===== src/common/snake_config.svh =====
// Snake game configuration
`ifndef SNAKE_CONFIG_SVH
`define SNAKE_CONFIG_SVH

// main_clk cycles per game tick
`define GAME_TICK_DIV 10_000_000

// keyboard make codes
`define KEY_START  8'h1B
`define KEY_ESC    8'h76
`define KEY_PAUSE  8'h4D
`define KEY_RESUME 8'h2D
`define KEY_UP     8'h75
`define KEY_DOWN   8'h72
`define KEY_RIGHT  8'h74
`define KEY_LEFT   8'h6B

// segments in the ring
`define SNAKE_LEN 4

// rows of the idle and start poses
`define IDLE_ROW  48
`define START_ROW 23

// ticks during which turns are ignored after a turn
`define TURN_LOCK_TICKS 3

`endif


===== src/common/snake_pkg.sv =====
// Snake game shared types
package snake_pkg;

    // one grid coordinate, wraps at 64
    typedef logic [5:0] coord_t;

    // slot index into the segment ring
    typedef logic [1:0] seg_idx_t;

    typedef struct packed {
        coord_t x;
        coord_t y;
    } segment_t;

    // slot 0 sits in the low bits
    typedef segment_t [3:0] body_t;

    typedef enum logic [3:0] {
        cmd_none   = 4'd0,
        cmd_start  = 4'd1,
        cmd_escape = 4'd2,
        cmd_pause  = 4'd3,
        cmd_resume = 4'd4,
        cmd_up     = 4'd5,
        cmd_down   = 4'd6,
        cmd_left   = 4'd7,
        cmd_right  = 4'd8
    } key_cmd_t;

    typedef enum logic [1:0] {
        mode_idle   = 2'd0,
        mode_moving = 2'd1,
        mode_paused = 2'd2,
        mode_blank  = 2'd3
    } game_mode_t;

    typedef enum logic [1:0] {
        dir_up    = 2'd0,
        dir_down  = 2'd1,
        dir_left  = 2'd2,
        dir_right = 2'd3
    } dir_t;

    typedef enum logic [1:0] {
        op_hold       = 2'd0,
        op_load_start = 2'd1,
        op_move       = 2'd2
    } body_op_t;

endpackage


===== src/design/game_tick_gen.sv =====
// Game tick generator
`timescale 1ns/1ps
`include "snake_config.svh"

module game_tick_gen #(
    parameter int tick_div = `GAME_TICK_DIV
) (
    input  logic main_clk,
    input  logic rst_n,
    output logic tick
);

    localparam int cnt_w = (tick_div > 1) ? $clog2(tick_div) : 1;

    logic [cnt_w-1:0] cnt;

    always_ff @(posedge main_clk or negedge rst_n) begin
        if (!rst_n) begin
            cnt <= cnt_w'(tick_div - 1);
        end else if (cnt == '0) begin
            cnt <= cnt_w'(tick_div - 1); // reload for next period
        end else begin
            cnt <= cnt - 1'b1;
        end
    end

    // one-cycle enable in place of a divided clock
    assign tick = (cnt == '0);

endmodule


===== src/design/key_decoder.sv =====
// Keyboard command decoder
`timescale 1ns/1ps
`include "snake_config.svh"

module key_decoder (
    input  logic                main_clk,
    input  logic                rst_n,
    input  logic [7:0]          key_code,
    input  logic                key_valid,
    input  logic                tick,
    output snake_pkg::key_cmd_t cmd
);

    snake_pkg::key_cmd_t key_cmd;
    snake_pkg::key_cmd_t pending;
    logic                key_hit;
    logic                key_take;

    function automatic snake_pkg::key_cmd_t decode(input logic [7:0] code);
        case (code)
            `KEY_START:  decode = snake_pkg::cmd_start;
            `KEY_ESC:    decode = snake_pkg::cmd_escape;
            `KEY_PAUSE:  decode = snake_pkg::cmd_pause;
            `KEY_RESUME: decode = snake_pkg::cmd_resume;
            `KEY_UP:     decode = snake_pkg::cmd_up;
            `KEY_DOWN:   decode = snake_pkg::cmd_down;
            `KEY_LEFT:   decode = snake_pkg::cmd_left;
            `KEY_RIGHT:  decode = snake_pkg::cmd_right;
            default:     decode = snake_pkg::cmd_none;
        endcase
    endfunction

    assign key_cmd = decode(key_code);
    assign key_hit = key_valid && (key_cmd != snake_pkg::cmd_none);

    // escape and start only yield to each other
    always_comb begin
        case (pending)
            snake_pkg::cmd_escape: key_take = (key_cmd == snake_pkg::cmd_start);
            snake_pkg::cmd_start:  key_take = (key_cmd == snake_pkg::cmd_escape);
            default:               key_take = 1'b1;
        endcase
    end

    always_ff @(posedge main_clk or negedge rst_n) begin
        if (!rst_n) begin
            pending <= snake_pkg::cmd_none;
        end else if (tick) begin
            pending <= key_hit ? key_cmd : snake_pkg::cmd_none; // consumed this tick
        end else if (key_hit && key_take) begin
            pending <= key_cmd;
        end
    end

    assign cmd = pending;

endmodule


===== src/game_fsm/game_fsm.sv =====
// Game mode and direction FSM
`timescale 1ns/1ps
`include "snake_config.svh"

module game_fsm (
    input  logic                  main_clk,
    input  logic                  rst_n,
    input  logic                  tick,
    input  snake_pkg::key_cmd_t   cmd,
    output snake_pkg::game_mode_t mode,
    output snake_pkg::dir_t       dir,
    output snake_pkg::body_op_t   op,
    output logic                  all_black
);

    snake_pkg::game_mode_t mode_q;
    snake_pkg::game_mode_t mode_d;
    snake_pkg::dir_t       dir_q;
    snake_pkg::dir_t       dir_d;
    snake_pkg::dir_t       cmd_dir;
    logic [1:0]            lock_q;
    logic [1:0]            lock_d;
    logic                  cmd_arrow;
    logic                  turn_ok;

    function automatic logic is_vert(input snake_pkg::dir_t d);
        return (d == snake_pkg::dir_up) || (d == snake_pkg::dir_down);
    endfunction

    // arrow command to direction, with arrow flag
    always_comb begin
        cmd_arrow = 1'b1;
        case (cmd)
            snake_pkg::cmd_up:    cmd_dir = snake_pkg::dir_up;
            snake_pkg::cmd_down:  cmd_dir = snake_pkg::dir_down;
            snake_pkg::cmd_left:  cmd_dir = snake_pkg::dir_left;
            snake_pkg::cmd_right: cmd_dir = snake_pkg::dir_right;
            default: begin
                cmd_dir   = dir_q;
                cmd_arrow = 1'b0;
            end
        endcase
    end

    // perpendicular only, and not while locked out
    assign turn_ok = cmd_arrow && (is_vert(cmd_dir) != is_vert(dir_q)) && (lock_q == 2'd0);

    always_comb begin
        mode_d = mode_q;
        dir_d  = dir_q;
        lock_d = lock_q;
        op     = snake_pkg::op_hold;
        if (tick) begin
            if (cmd == snake_pkg::cmd_escape) begin
                mode_d = snake_pkg::mode_blank; // body frozen
            end else if (cmd == snake_pkg::cmd_start) begin
                op     = snake_pkg::op_load_start;
                mode_d = snake_pkg::mode_moving;
                dir_d  = snake_pkg::dir_right;
                lock_d = 2'd0;
            end else begin
                case (mode_q)
                    snake_pkg::mode_paused: begin
                        if (cmd == snake_pkg::cmd_resume) begin
                            mode_d = snake_pkg::mode_moving;
                            op     = snake_pkg::op_move; // moves on the resume tick
                        end
                    end
                    snake_pkg::mode_moving: begin
                        if (cmd == snake_pkg::cmd_pause) begin
                            mode_d = snake_pkg::mode_paused;
                        end else if (turn_ok) begin
                            dir_d  = cmd_dir;
                            op     = snake_pkg::op_move;
                            lock_d = 2'(`TURN_LOCK_TICKS);
                        end else begin
                            op = snake_pkg::op_move;
                            if (lock_q != 2'd0) begin
                                lock_d = lock_q - 2'd1;
                            end
                        end
                    end
                    default: begin
                        // idle and blank wait for start or escape
                    end
                endcase
            end
        end
    end

    always_ff @(posedge main_clk or negedge rst_n) begin
        if (!rst_n) begin
            mode_q <= snake_pkg::mode_idle;
            dir_q  <= snake_pkg::dir_right;
            lock_q <= 2'd0;
        end else begin
            mode_q <= mode_d;
            dir_q  <= dir_d;
            lock_q <= lock_d;
        end
    end

    assign mode      = mode_q;
    assign dir       = dir_d; // new direction applies on the turn tick
    assign all_black = (mode_q == snake_pkg::mode_blank);

endmodule


===== src/snake_body/snake_body.sv =====
// Snake segment ring
`timescale 1ns/1ps
`include "snake_config.svh"

module snake_body (
    input  logic                main_clk,
    input  logic                rst_n,
    input  snake_pkg::body_op_t op,
    input  snake_pkg::dir_t     dir,
    output snake_pkg::body_t    body
);

    snake_pkg::body_t    body_q;
    snake_pkg::seg_idx_t head_q;
    snake_pkg::seg_idx_t tail_q;
    snake_pkg::segment_t head_seg;
    snake_pkg::segment_t next_seg;

    // straight row, slot i at x = i
    function automatic snake_pkg::body_t pose(input snake_pkg::coord_t row);
        snake_pkg::body_t b;
        for (int i = 0; i < `SNAKE_LEN; i++) begin
            b[i].x = snake_pkg::coord_t'(i);
            b[i].y = row;
        end
        return b;
    endfunction

    function automatic snake_pkg::segment_t step(
        input snake_pkg::segment_t s,
        input snake_pkg::dir_t     d
    );
        snake_pkg::segment_t n;
        n = s;
        case (d)
            snake_pkg::dir_right: n.x = s.x + 6'd1; // wraps at 64
            snake_pkg::dir_left:  n.x = s.x - 6'd1;
            snake_pkg::dir_down:  n.y = s.y + 6'd1;
            default:              n.y = s.y - 6'd1;
        endcase
        return n;
    endfunction

    assign head_seg = body_q[head_q];
    assign next_seg = step(head_seg, dir);

    always_ff @(posedge main_clk or negedge rst_n) begin
        if (!rst_n) begin
            body_q <= pose(snake_pkg::coord_t'(`IDLE_ROW));
            head_q <= snake_pkg::seg_idx_t'(`SNAKE_LEN - 1);
            tail_q <= '0;
        end else begin
            case (op)
                snake_pkg::op_load_start: begin
                    body_q <= pose(snake_pkg::coord_t'(`START_ROW));
                    head_q <= snake_pkg::seg_idx_t'(`SNAKE_LEN - 1);
                    tail_q <= '0;
                end
                snake_pkg::op_move: begin
                    body_q[tail_q] <= next_seg; // new head over old tail
                    head_q         <= tail_q;
                    tail_q         <= tail_q + 2'd1;
                end
                default: begin
                    // hold
                end
            endcase
        end
    end

    assign body = body_q;

endmodule


===== src/design/snake_game_top.sv =====
// Snake game controller top
`timescale 1ns/1ps
`include "snake_config.svh"

module snake_game_top #(
    parameter int tick_div = `GAME_TICK_DIV
) (
    input  logic                  main_clk,
    input  logic                  rst_n,
    input  logic [7:0]            key_code,
    input  logic                  key_valid,
    output logic                  tick,
    output snake_pkg::game_mode_t mode,
    output logic                  all_black,
    output snake_pkg::body_t      body
);

    snake_pkg::key_cmd_t cmd;
    snake_pkg::body_op_t op;
    snake_pkg::dir_t     dir;

    game_tick_gen #(
        .tick_div (tick_div)
    ) u_tick_gen (
        .main_clk (main_clk),
        .rst_n    (rst_n),
        .tick     (tick)
    );

    key_decoder u_key_decoder (
        .main_clk  (main_clk),
        .rst_n     (rst_n),
        .key_code  (key_code),
        .key_valid (key_valid),
        .tick      (tick),
        .cmd       (cmd)
    );

    game_fsm u_game_fsm (
        .main_clk  (main_clk),
        .rst_n     (rst_n),
        .tick      (tick),
        .cmd       (cmd),
        .mode      (mode),
        .dir       (dir),
        .op        (op),
        .all_black (all_black)
    );

    snake_body u_snake_body (
        .main_clk (main_clk),
        .rst_n    (rst_n),
        .op       (op),
        .dir      (dir),
        .body     (body)
    );

endmodule


===== config.mk =====
export PLATFORM = sky130hd
export DESIGN_NAME = snake_game_top
export DESIGN_NICKNAME = d
export VERILOG_FILES = /design/src/common/snake_pkg.sv /design/src/design/game_tick_gen.sv /design/src/design/key_decoder.sv /design/src/game_fsm/game_fsm.sv /design/src/snake_body/snake_body.sv /design/src/design/snake_game_top.sv
export VERILOG_INCLUDE_DIRS = /design/src /design/src/common
export SDC_FILE = /design/constraint.sdc
export NUM_CORES = 1
export LEC_CHECK = 0
export BUFFER_PORTS_ARGS = -buffer_cell sky130_fd_sc_hd__buf_2
export CAP_MARGIN = 0
export CORE_MARGIN = 2
export CORE_UTILIZATION = 45
export CTS_CLUSTER_DIAMETER = 40
export CTS_CLUSTER_SIZE = 25
export DETAILED_ROUTE_END_ITERATION = 7
export PLACE_DENSITY = 0.68
export SLEW_MARGIN = 20
export SYNTH_ARGS = -nofsm -noshare
export SYNTH_HDL_FRONTEND = slang
export SYNTH_SLANG_ARGS = --single-unit

===== constraint.sdc =====
create_clock -name main_clk -period 8.4 [get_ports main_clk]
set_input_delay 0.84 -clock main_clk [delete_from_list [all_inputs] [get_ports main_clk]]
set_output_delay 0.84 -clock main_clk [all_outputs]
set_load 0.005 [all_outputs]

==> metrics.md, run 1 <==
| Metric | Value |
|---|---|
| Final Setup Violations | 0 |
| Maxcap violations | 0 |
| Slew HR | 0.376 |
| ANT nets after route | 0 |
| Hold_buf cts | 0 |
| Antenna violations before repair | 0 |
| # IOs | 63 |
| CP Max Fanout | 17 |
| Share of cells above drive strength 1 | 0.226 |
| CTS tree | done |
| Vias in the first global route | 4570 |
| Max rail drop VDD | 96.6 uV |
| Pleak | 2.67 nW |
| Global-route wire length before repair | 23.1 mm |
| Initial core utilization | 0.456 |
| Arrival @ worst endpoint | 5.24 ns |
| Switch share | 0.234 |
| Synth warnings | 0 |
| FMAX | 0.201 GHz |
| WP data required | 8.68 ns |
| Clock latency at the later pin of the worst-skew pair | 0.34 ns |
| Detailed Place HPWL | 9.88 mm |
| FF-to-FF End | u_snake_body.body[29]$_DFFE_PN1P_ |
| Synthesis-to-layout area growth | 12.4% |
| First-pass detailed-route iteration total | 7 |
| Row count | 40 |
| Slew Viols, Final | 0 |
| Post-CTS setup buffers | 0 |
| Pwr dens | 141 nW/um2 |
| Clk pwr share | 0.451 |
| Worst Reg-to-Reg Cells | 14 |
| DR top layer | met4 |
| Syn avg cell area | 9.45 um2 |
| CTS buffer count | 9 |
| Die Height | 114 um |
| Psw | 0.201 mW |
| Worst-path clk slew | 0.06 ns |
| Crit-path cells | inv_1, ha_1, nor4b_1, and4_1, a31o_2, and2_1, nand2_1, ha_1, a21oi_1, o31ai_1, o41ai_1, o31ai_2, o221a_2, nand3_1 |
| CTS Root Cell | clkbuf_16 |
| Post-synth net total | 604 |
| Final Hold Fails | 0 |
| Bufs on Longest Clock Path | 2 |
| Crit path time final | 4.96 ns |
| Worst path depth | 14 |
| Final period utilization | 0.591 |
| Gr usage total | 0.226 |
| CP Launch Type | register |
| FFs w/ async S/R, synth | 1.00 |
| WL met2 | 6.75 mm |
| Result of the run | finished, final reports clean |
| Wl on met1 | 5.99 mm |
| Total number of vias | 4727 |
| CP max stage delay | 0.67 ns |
| Cells after synthesis | 572 |
| PortBufs | 62 |
| Final wirelength | 14.0 mm |
| Reg2Reg Setup Slack | 3.44 ns |
| Post-synth top flop | dfrtp_1 |
| Setup Crit Path Kind | register to register |
| Combinational share of power | 0.052 |
| Number of synthesized flops with an enable pin | 0 |
| Post-synthesis register bit count | 86 |
| Distinct cells, synth | 73 |
| Fin nets | 650 |
| Total gr overflow | 0 |
| Full die area | 12900 um2 |
| Crit path max-delay cell type | and2_1 |
| TritonCTS Sinks | 86 |
| Met3 wire length | 1.02 mm |
| Final Wtd Congestion | 0.854 |
| Largest net degree at the start of global routing | 57 |
| Vias per std cell | 6.14 |
| Post-Syn Area | 5410 um2 |
| Int Power | 0.657 mW |
| Final Core Density | 0.513 |
| Remaining DRCs | 0 |
| Setup TNS | 0 ns |
| DRT iter0 DRCs | 325 |
| RSZ-0062 raised after global routing | false |
| Worst path bufs/invs | 1 |
| Hold crit path type | input pin to async pin |
| Filler cells | 1081 |
| Crit path max-delay family | simple AND/OR/NAND/NOR gates |
| H-tree depth | 3 |
| Core area | 11900 um2 |
| Drt wl/cell | 18.2 um |
| Worst Skew | 0.00596 ns |
| R2r startpoint | u_tick_gen.cnt[0]$_DFF_PN1_ |
| Reg power frac | 0.497 |
| Overall Power | 0.859 mW |
| WHS | 0.431 ns |
| Register area share after synthesis | 0.405 |
| Crit-path most repeated cell | ha_1 |
| Post_cts resized | 0 |
| Chip width | 114 um |
| Diode count | 0 |
| Tightest Pin Transition | 0.935 ns |
| Crit end category | register |
==> sequential cells by signal (all words and copies together) (netlist names) <==
register and count:
u_key_decoder.cmd 4, u_snake_body.body 48, u_snake_body.head_q 2, u_snake_body.tail_q 2, u_game_fsm.lock_q 2, u_game_fsm.mode 2
u_tick_gen.cnt 24, u_game_fsm.dir_q 2
==> power by group through the flow <==
| stage | clock (mW) | sequential, mW | combinational [mW] |
|---|---|---|---|
| global placement | 0 | 0.433 | 0.0438 |
| CTS | 0.396 | 0.427 | 0.0450 |
| finish | 0.388 | 0.427 | 0.0443 |
| detailed placement | 0 | 0.434 | 0.0450 |
| global route | 0.414 | 0.428 | 0.0498 |
| floorplan | 0 | 0.425 | 0.0350 |
==> worst max path at each step <==
stage / to / from
floorplan: u_snake_body.body[5]$_DFFE_PN1P_ / u_game_fsm.mode[1]$_DFFE_PN0P_
global placement: u_snake_body.body[41]$_DFFE_PN1P_ / u_game_fsm.mode[0]$_DFFE_PN0P_
detailed placement: u_snake_body.body[17]$_DFFE_PN1P_ / u_tick_gen.cnt[0]$_DFF_PN1_
CTS: u_snake_body.body[29]$_DFFE_PN1P_ / u_tick_gen.cnt[0]$_DFF_PN1_
global route: u_snake_body.body[17]$_DFFE_PN1P_ / u_tick_gen.cnt[0]$_DFF_PN1_
finish: u_snake_body.body[29]$_DFFE_PN1P_ / u_tick_gen.cnt[0]$_DFF_PN1_
==> cell usage after synthesis (3+ instances only) <==
| master | instances | area share |
|---|---|---|
| o211a_1 | 3 | 0.0056 |
| mux2i_1 | 11 | 0.020 |
| or2_2 | 5 | 0.0058 |
| nor2b_1 | 3 | 0.0035 |
| a21oi_1 | 37 | 0.034 |
| buf_2 | 5 | 0.0046 |
| a32o_1 | 4 | 0.0074 |
| clkbuf_1 | 20 | 0.014 |
| o31ai_1 | 5 | 0.0069 |
| inv_1 | 14 | 0.0097 |
| nand2_1 | 60 | 0.042 |
| or4_1 | 4 | 0.0056 |
| o41ai_1 | 4 | 0.0065 |
| o22ai_1 | 3 | 0.0035 |
| dfstp_2 | 30 | 0.15 |
| mux4_2 | 10 | 0.042 |
| nor2_1 | 51 | 0.035 |
| nand3_1 | 33 | 0.031 |
| nor3_1 | 23 | 0.021 |
| o22a_1 | 4 | 0.0065 |
| or3_1 | 3 | 0.0035 |
| o21ai_0 | 24 | 0.022 |
| nand2b_1 | 10 | 0.012 |
| nand4_1 | 6 | 0.0069 |
| ha_1 | 19 | 0.044 |
| nand4b_1 | 5 | 0.0081 |
| nor4_1 | 7 | 0.0081 |
| a21o_1 | 6 | 0.0083 |
| a22o_1 | 8 | 0.013 |
| o21a_1 | 3 | 0.0042 |
| a31oi_1 | 8 | 0.0093 |
| nor4b_1 | 3 | 0.0049 |
| xnor2_1 | 16 | 0.026 |
| o211ai_1 | 4 | 0.0056 |
| o221a_2 | 4 | 0.0083 |
| dfrtp_1 | 56 | 0.26 |
| mux2_4 | 3 | 0.0083 |
| and2_1 | 10 | 0.012 |
| xor2_1 | 10 | 0.016 |
==> logic make-up (layout without fill, tap and decap cells) <==
group,count (synthesis),in the layout,share of synthesized area
buf+inv,43,94,0.0345
compound gates,132,132,0.167
mux,25,25,0.0724
fa+ha+maj,21,21,0.0514
simple gates,239,239,0.228
flops,86,86,0.405
xor+xnor,26,26,0.0421
==> per-stage QoR <==
stage	area, um2	instances	setup WS [ns]
6_report	6080	770	3.44
5_1_grt	6080	770	3.10
4_1_cts	6080	770	3.50
3_5_place_dp	5790	754	3.53
3_3_place_gp	5780	754	3.48
2_1_floorplan	5410	572	4.64
==> metal layers <==
metal  up-vias  track usage
met3        27       0.0505
met4         0       0.0789
met1      2305        0.300
li1       2208            -
met2       187        0.366
met5         -            0
==> area by class of cell <==
class	instances	area (um2)	share of cell area
inverter	15	58.8	0.00967
clock buffer	14	274	0.0451
timing repair buffer	63	320	0.0527
multi-input combinational	443	3040	0.500
clock inverter	2	15.0	0.00247
tap	147	184	0.0302
sequential	86	2190	0.360
==> cells in the final DEF (no fill, tap or decap), types with 6 or more instances in the layout <==
| master | count |
|---|---|
| a21o_1 | 6 |
| a21oi_1 | 37 |
| a22o_1 | 8 |
| a31oi_1 | 8 |
| and2_1 | 10 |
| buf_2 | 61 |
| clkbuf_16 | 9 |
| dfrtp_1 | 56 |
| dfstp_2 | 30 |
| ha_1 | 19 |
| inv_1 | 14 |
| mux2i_1 | 11 |
| mux4_2 | 10 |
| nand2_1 | 60 |
| nand2b_1 | 10 |
| nand3_1 | 33 |
| nand4_1 | 6 |
| nor2_1 | 51 |
| nor3_1 | 23 |
| nor4_1 | 7 |
| o21ai_0 | 24 |
| xnor2_1 | 16 |
| xor2_1 | 10 |
Note: power is estimated with default switching activity, not from simulation.
==> run 2: changes to the inputs <==
--- a/config.mk
+++ b/config.mk
@@ -6,6 +6,7 @@
 export SDC_FILE = /design/constraint.sdc
 export NUM_CORES = 1
 export LEC_CHECK = 0
+export ABC_AREA = 1
 export BUFFER_PORTS_ARGS = -buffer_cell sky130_fd_sc_hd__buf_2
 export CAP_MARGIN = 0
 export CORE_MARGIN = 2
==> constraint.sdc (replaced) <==
create_clock -name main_clk -period 5.1 [get_ports main_clk]
set_input_delay 0.51 -clock main_clk [delete_from_list [all_inputs] [get_ports main_clk]]
set_output_delay 0.51 -clock main_clk [all_outputs]
set_load 0.005 [all_outputs]
==> metrics.md, run 2 <==
| Metric | Value |
|---|---|
| Max reg flops | 48 (unchanged) |
| Post_cts resized | 0 (unchanged) |
| Arrival @ worst endpoint | 3.99 ns (-1.25 ns) |
| Final period utilization | 0.727 (+0.136) |
| Area post-placement | 5610 um2 (-3.2%) |
| Post-Syn Area | 5190 um2 (-4.1%) |
| CTS tree | done |
| Total gr overflow | 0 (unchanged) |
| Hold_buf cts | 0 (unchanged) |
| Synth area leaders | dfrtp_1 (27%), dfstp_2 (15%), nand2_1 (9.4%) |
| Global-route wire length before repair | 21.8 mm (-5.3%) |
| Antenna violations before repair | 0 (unchanged) |
| Commonest non-fill, non-tap cell in the layout | nand2_1 |
| Pleak | 3.14 nW (+18%) |
| Count leader, synth | nand2_1 |
| Syn avg cell area | 7.98 um2 (-16%) |
| Remaining DRCs | 0 (unchanged) |
| Synthesis-to-layout area growth | 14.0% |
| Synth warnings | 0 (unchanged) |
| FMAX | 0.270 GHz (+34%) |
| Die Height | 111 um (-2.0%) |
| Max rail drop VDD | 198 uV (+100%) |
| Most frequent cells in the layout | nand2_1 (130), inv_1 (98), nor2_1 (62) |
| First-pass detailed-route iteration total | 5 (-2) |
| Post-synth net total | 682 (+13%) |
| FFs w/ async S/R, synth | 1.00 (unchanged) |
| Final Wtd Congestion | 0.950 (+11%) |
| Setup TNS | 0 ns (unchanged) |
| Tightest Pin Transition | 0.791 ns (-0.144 ns) |
| Register area share after synthesis | 0.422 (+0.0173) |
| Slew HR | 0.473 (+0.0972) |
| Bufs on Longest Clock Path | 2 (unchanged) |
| Result of the run | finished, final reports clean |
| Final wirelength | 13.0 mm (-7.3%) |
| Filler cells | 1083 (+0.19%) |
| RSZ-0062 raised after global routing | false |
| CP Launch Type | register |
| H-tree depth | 3 (unchanged) |
| Largest area contributor in the netlist | dfrtp_1 |
| Gr usage total | 0.217 (-0.00843) |
| DRT iter0 DRCs | 263 (-19%) |
| Vias in the first global route | 4695 (+2.7%) |
| Vias per std cell | 5.35 (-13%) |
| Synth top area share | 0.270 (+0.0111) |
| Initial core utilization | 0.458 (+0.00221) |
| Core area | 11300 um2 (-4.6%) |
| Hold crit path type | input pin to async pin |
| Setup Crit Path Kind | register to register |
| Cells after synthesis | 650 (+14%) |
| Post-synth top flop | dfrtp_1 |
| WHS | 0.223 ns (-0.209 ns) |
| Final Hold Fails | 0 (unchanged) |
| Share of cells above drive strength 1 | 0.223 (-0.00317) |
| Drt wl/cell | 15.1 um (-17%) |
| Pwr dens | 241 nW/um2 (+71%) |
| Number of synthesized flops with an enable pin | 0 (unchanged) |
| Chip width | 111 um (-2.0%) |
| Final Setup Violations | 0 (unchanged) |
| Crit path time final | 3.71 ns (-1.26 ns) |
| Post-synthesis register bit count | 86 (unchanged) |
| # IOs | 63 (unchanged) |
| Row count | 39 (-2.5%) |
| Worst Skew | 0.0103 ns (+0.00435 ns) |
| TritonCTS Sinks | 86 (unchanged) |
| ANT nets after route | 0 (unchanged) |
| Post-route cell area | 5910 um2 (-2.8%) |
| Full die area | 12400 um2 (-3.9%) |
| CTS buffer count | 9 (unchanged) |
| Fin nets | 744 (+14%) |
| Slew Viols, Final | 0 (unchanged) |
| Top cells by count, synth | nand2_1 (130), inv_1 (98), nor2_1 (62) |
| WP data required | 5.38 ns (-3.30 ns) |
| PortBufs | 62 (unchanged) |
| Setup ws final | 1.39 ns (-2.04 ns) |
| Maxcap violations | 0 (unchanged) |
| Crit end category | register |
| Diode count | 0 (unchanged) |
| Distinct cells, synth | 54 (-26%) |
| CTS Root Cell | clkbuf_16 |
| Clock latency at the later pin of the worst-skew pair | 0.35 ns (about the same) |
| Worst-path clk slew | 0.06 ns (about the same) |
| Post-CTS setup buffers | 0 (unchanged) |
| Detailed Place HPWL | 9.42 mm (-4.7%) |
| Final Core Density | 0.522 (+0.00967) |
| Worst slack at placement | 1.41 ns (-2.13 ns) |
| CP Max Fanout | 10 (-7) |
| Total number of vias | 4604 (-2.6%) |
| Largest net degree at the start of global routing | 87 (+53%) |
[run 2: cells by family after synthesis]
group | Yosys count | synth area share
flops | 86 | 0.422
fa+ha+maj | 21 | 0.0536
simple gates | 286 | 0.259
buf+inv | 120 | 0.0931
compound gates | 118 | 0.138
xor+xnor | 19 | 0.0335
[run 2: final timing paths]
path,start,end,slack (ns),cells after the start
min in group main_clk,u_tick_gen.cnt[0]$_DFF_PN1_,u_tick_gen.cnt[0]$_DFF_PN1_,0.47,1
worst min register to register,u_tick_gen.cnt[0]$_DFF_PN1_,u_tick_gen.cnt[0]$_DFF_PN1_,0.47,1
worst min-delay path,rst_n,u_key_decoder.cmd[1]$_DFFE_PN0P_,0.22,1
worst max register to register,u_tick_gen.cnt[0]$_DFF_PN1_,u_snake_body.body[11]$_DFFE_PN0P_,1.39,23
worst max-delay path,u_tick_gen.cnt[0]$_DFF_PN1_,u_snake_body.body[11]$_DFFE_PN0P_,1.39,23
max in group asynchronous,rst_n,u_snake_body.body[38]$_DFFE_PN0P_,4.34,1
[run 2: metrics by stage]
step / std cells / total power [mW]
after global placement: 844 / 0.761
after CTS: 860 / 1.44
after floorplan: 650 / 0.735
after detailed placement: 844 / 0.763
final: 860 / 1.42
after global routing: 860 / 1.47
[run 2: worst max-delay path, cell delays in order, from the launching register on]
cell and delay [ns]:
dfstp_2 0.38, inv_1 0.08, ha_1 0.20, nand2_2 0.08
nor2_4 0.14, nand2_4 0.10, nor2_4 0.13, nand4_4 0.18
nor3_1 0.25, nand2_1 0.14, nand2_1 0.11, inv_1 0.08
nor2_1 0.34, ha_1 0.37, a21o_1 0.20, a221oi_1 0.23
nand2_1 0.10, inv_1 0.06, nand3_1 0.12, nand3_1 0.11
nand2_1 0.06, nand2_2 0.08, nand2_1 0.06, nand2_1 0.06
[run 2: where the power goes]
part           total (mW)  switching (mW)  internal (mW)
clock network       0.672           0.279          0.393
logic              0.0620          0.0433         0.0188
registers           0.690         0.00323          0.686
total                1.42           0.326           1.10
[run 2: cell type report]
type	instances	area (um2)	area share
multi-input combinational	444	2510	0.425
clock buffer	11	243	0.0410
inverter	109	413	0.0698
sequential	86	2190	0.370
clock inverter	5	58.8	0.00994
tap	143	179	0.0303
timing repair buffer	62	317	0.0535
[run 2: routing by layer]
metal / global-route usage / part of all wire / vias up
met4: 0.101 / 0.029 / 0
met1: 0.268 / 0.42 / 2186
met3: 0.0435 / 0.053 / 27
met2: 0.369 / 0.50 / 141
met5: 0 / 0 / -
li1: - / - / 2250
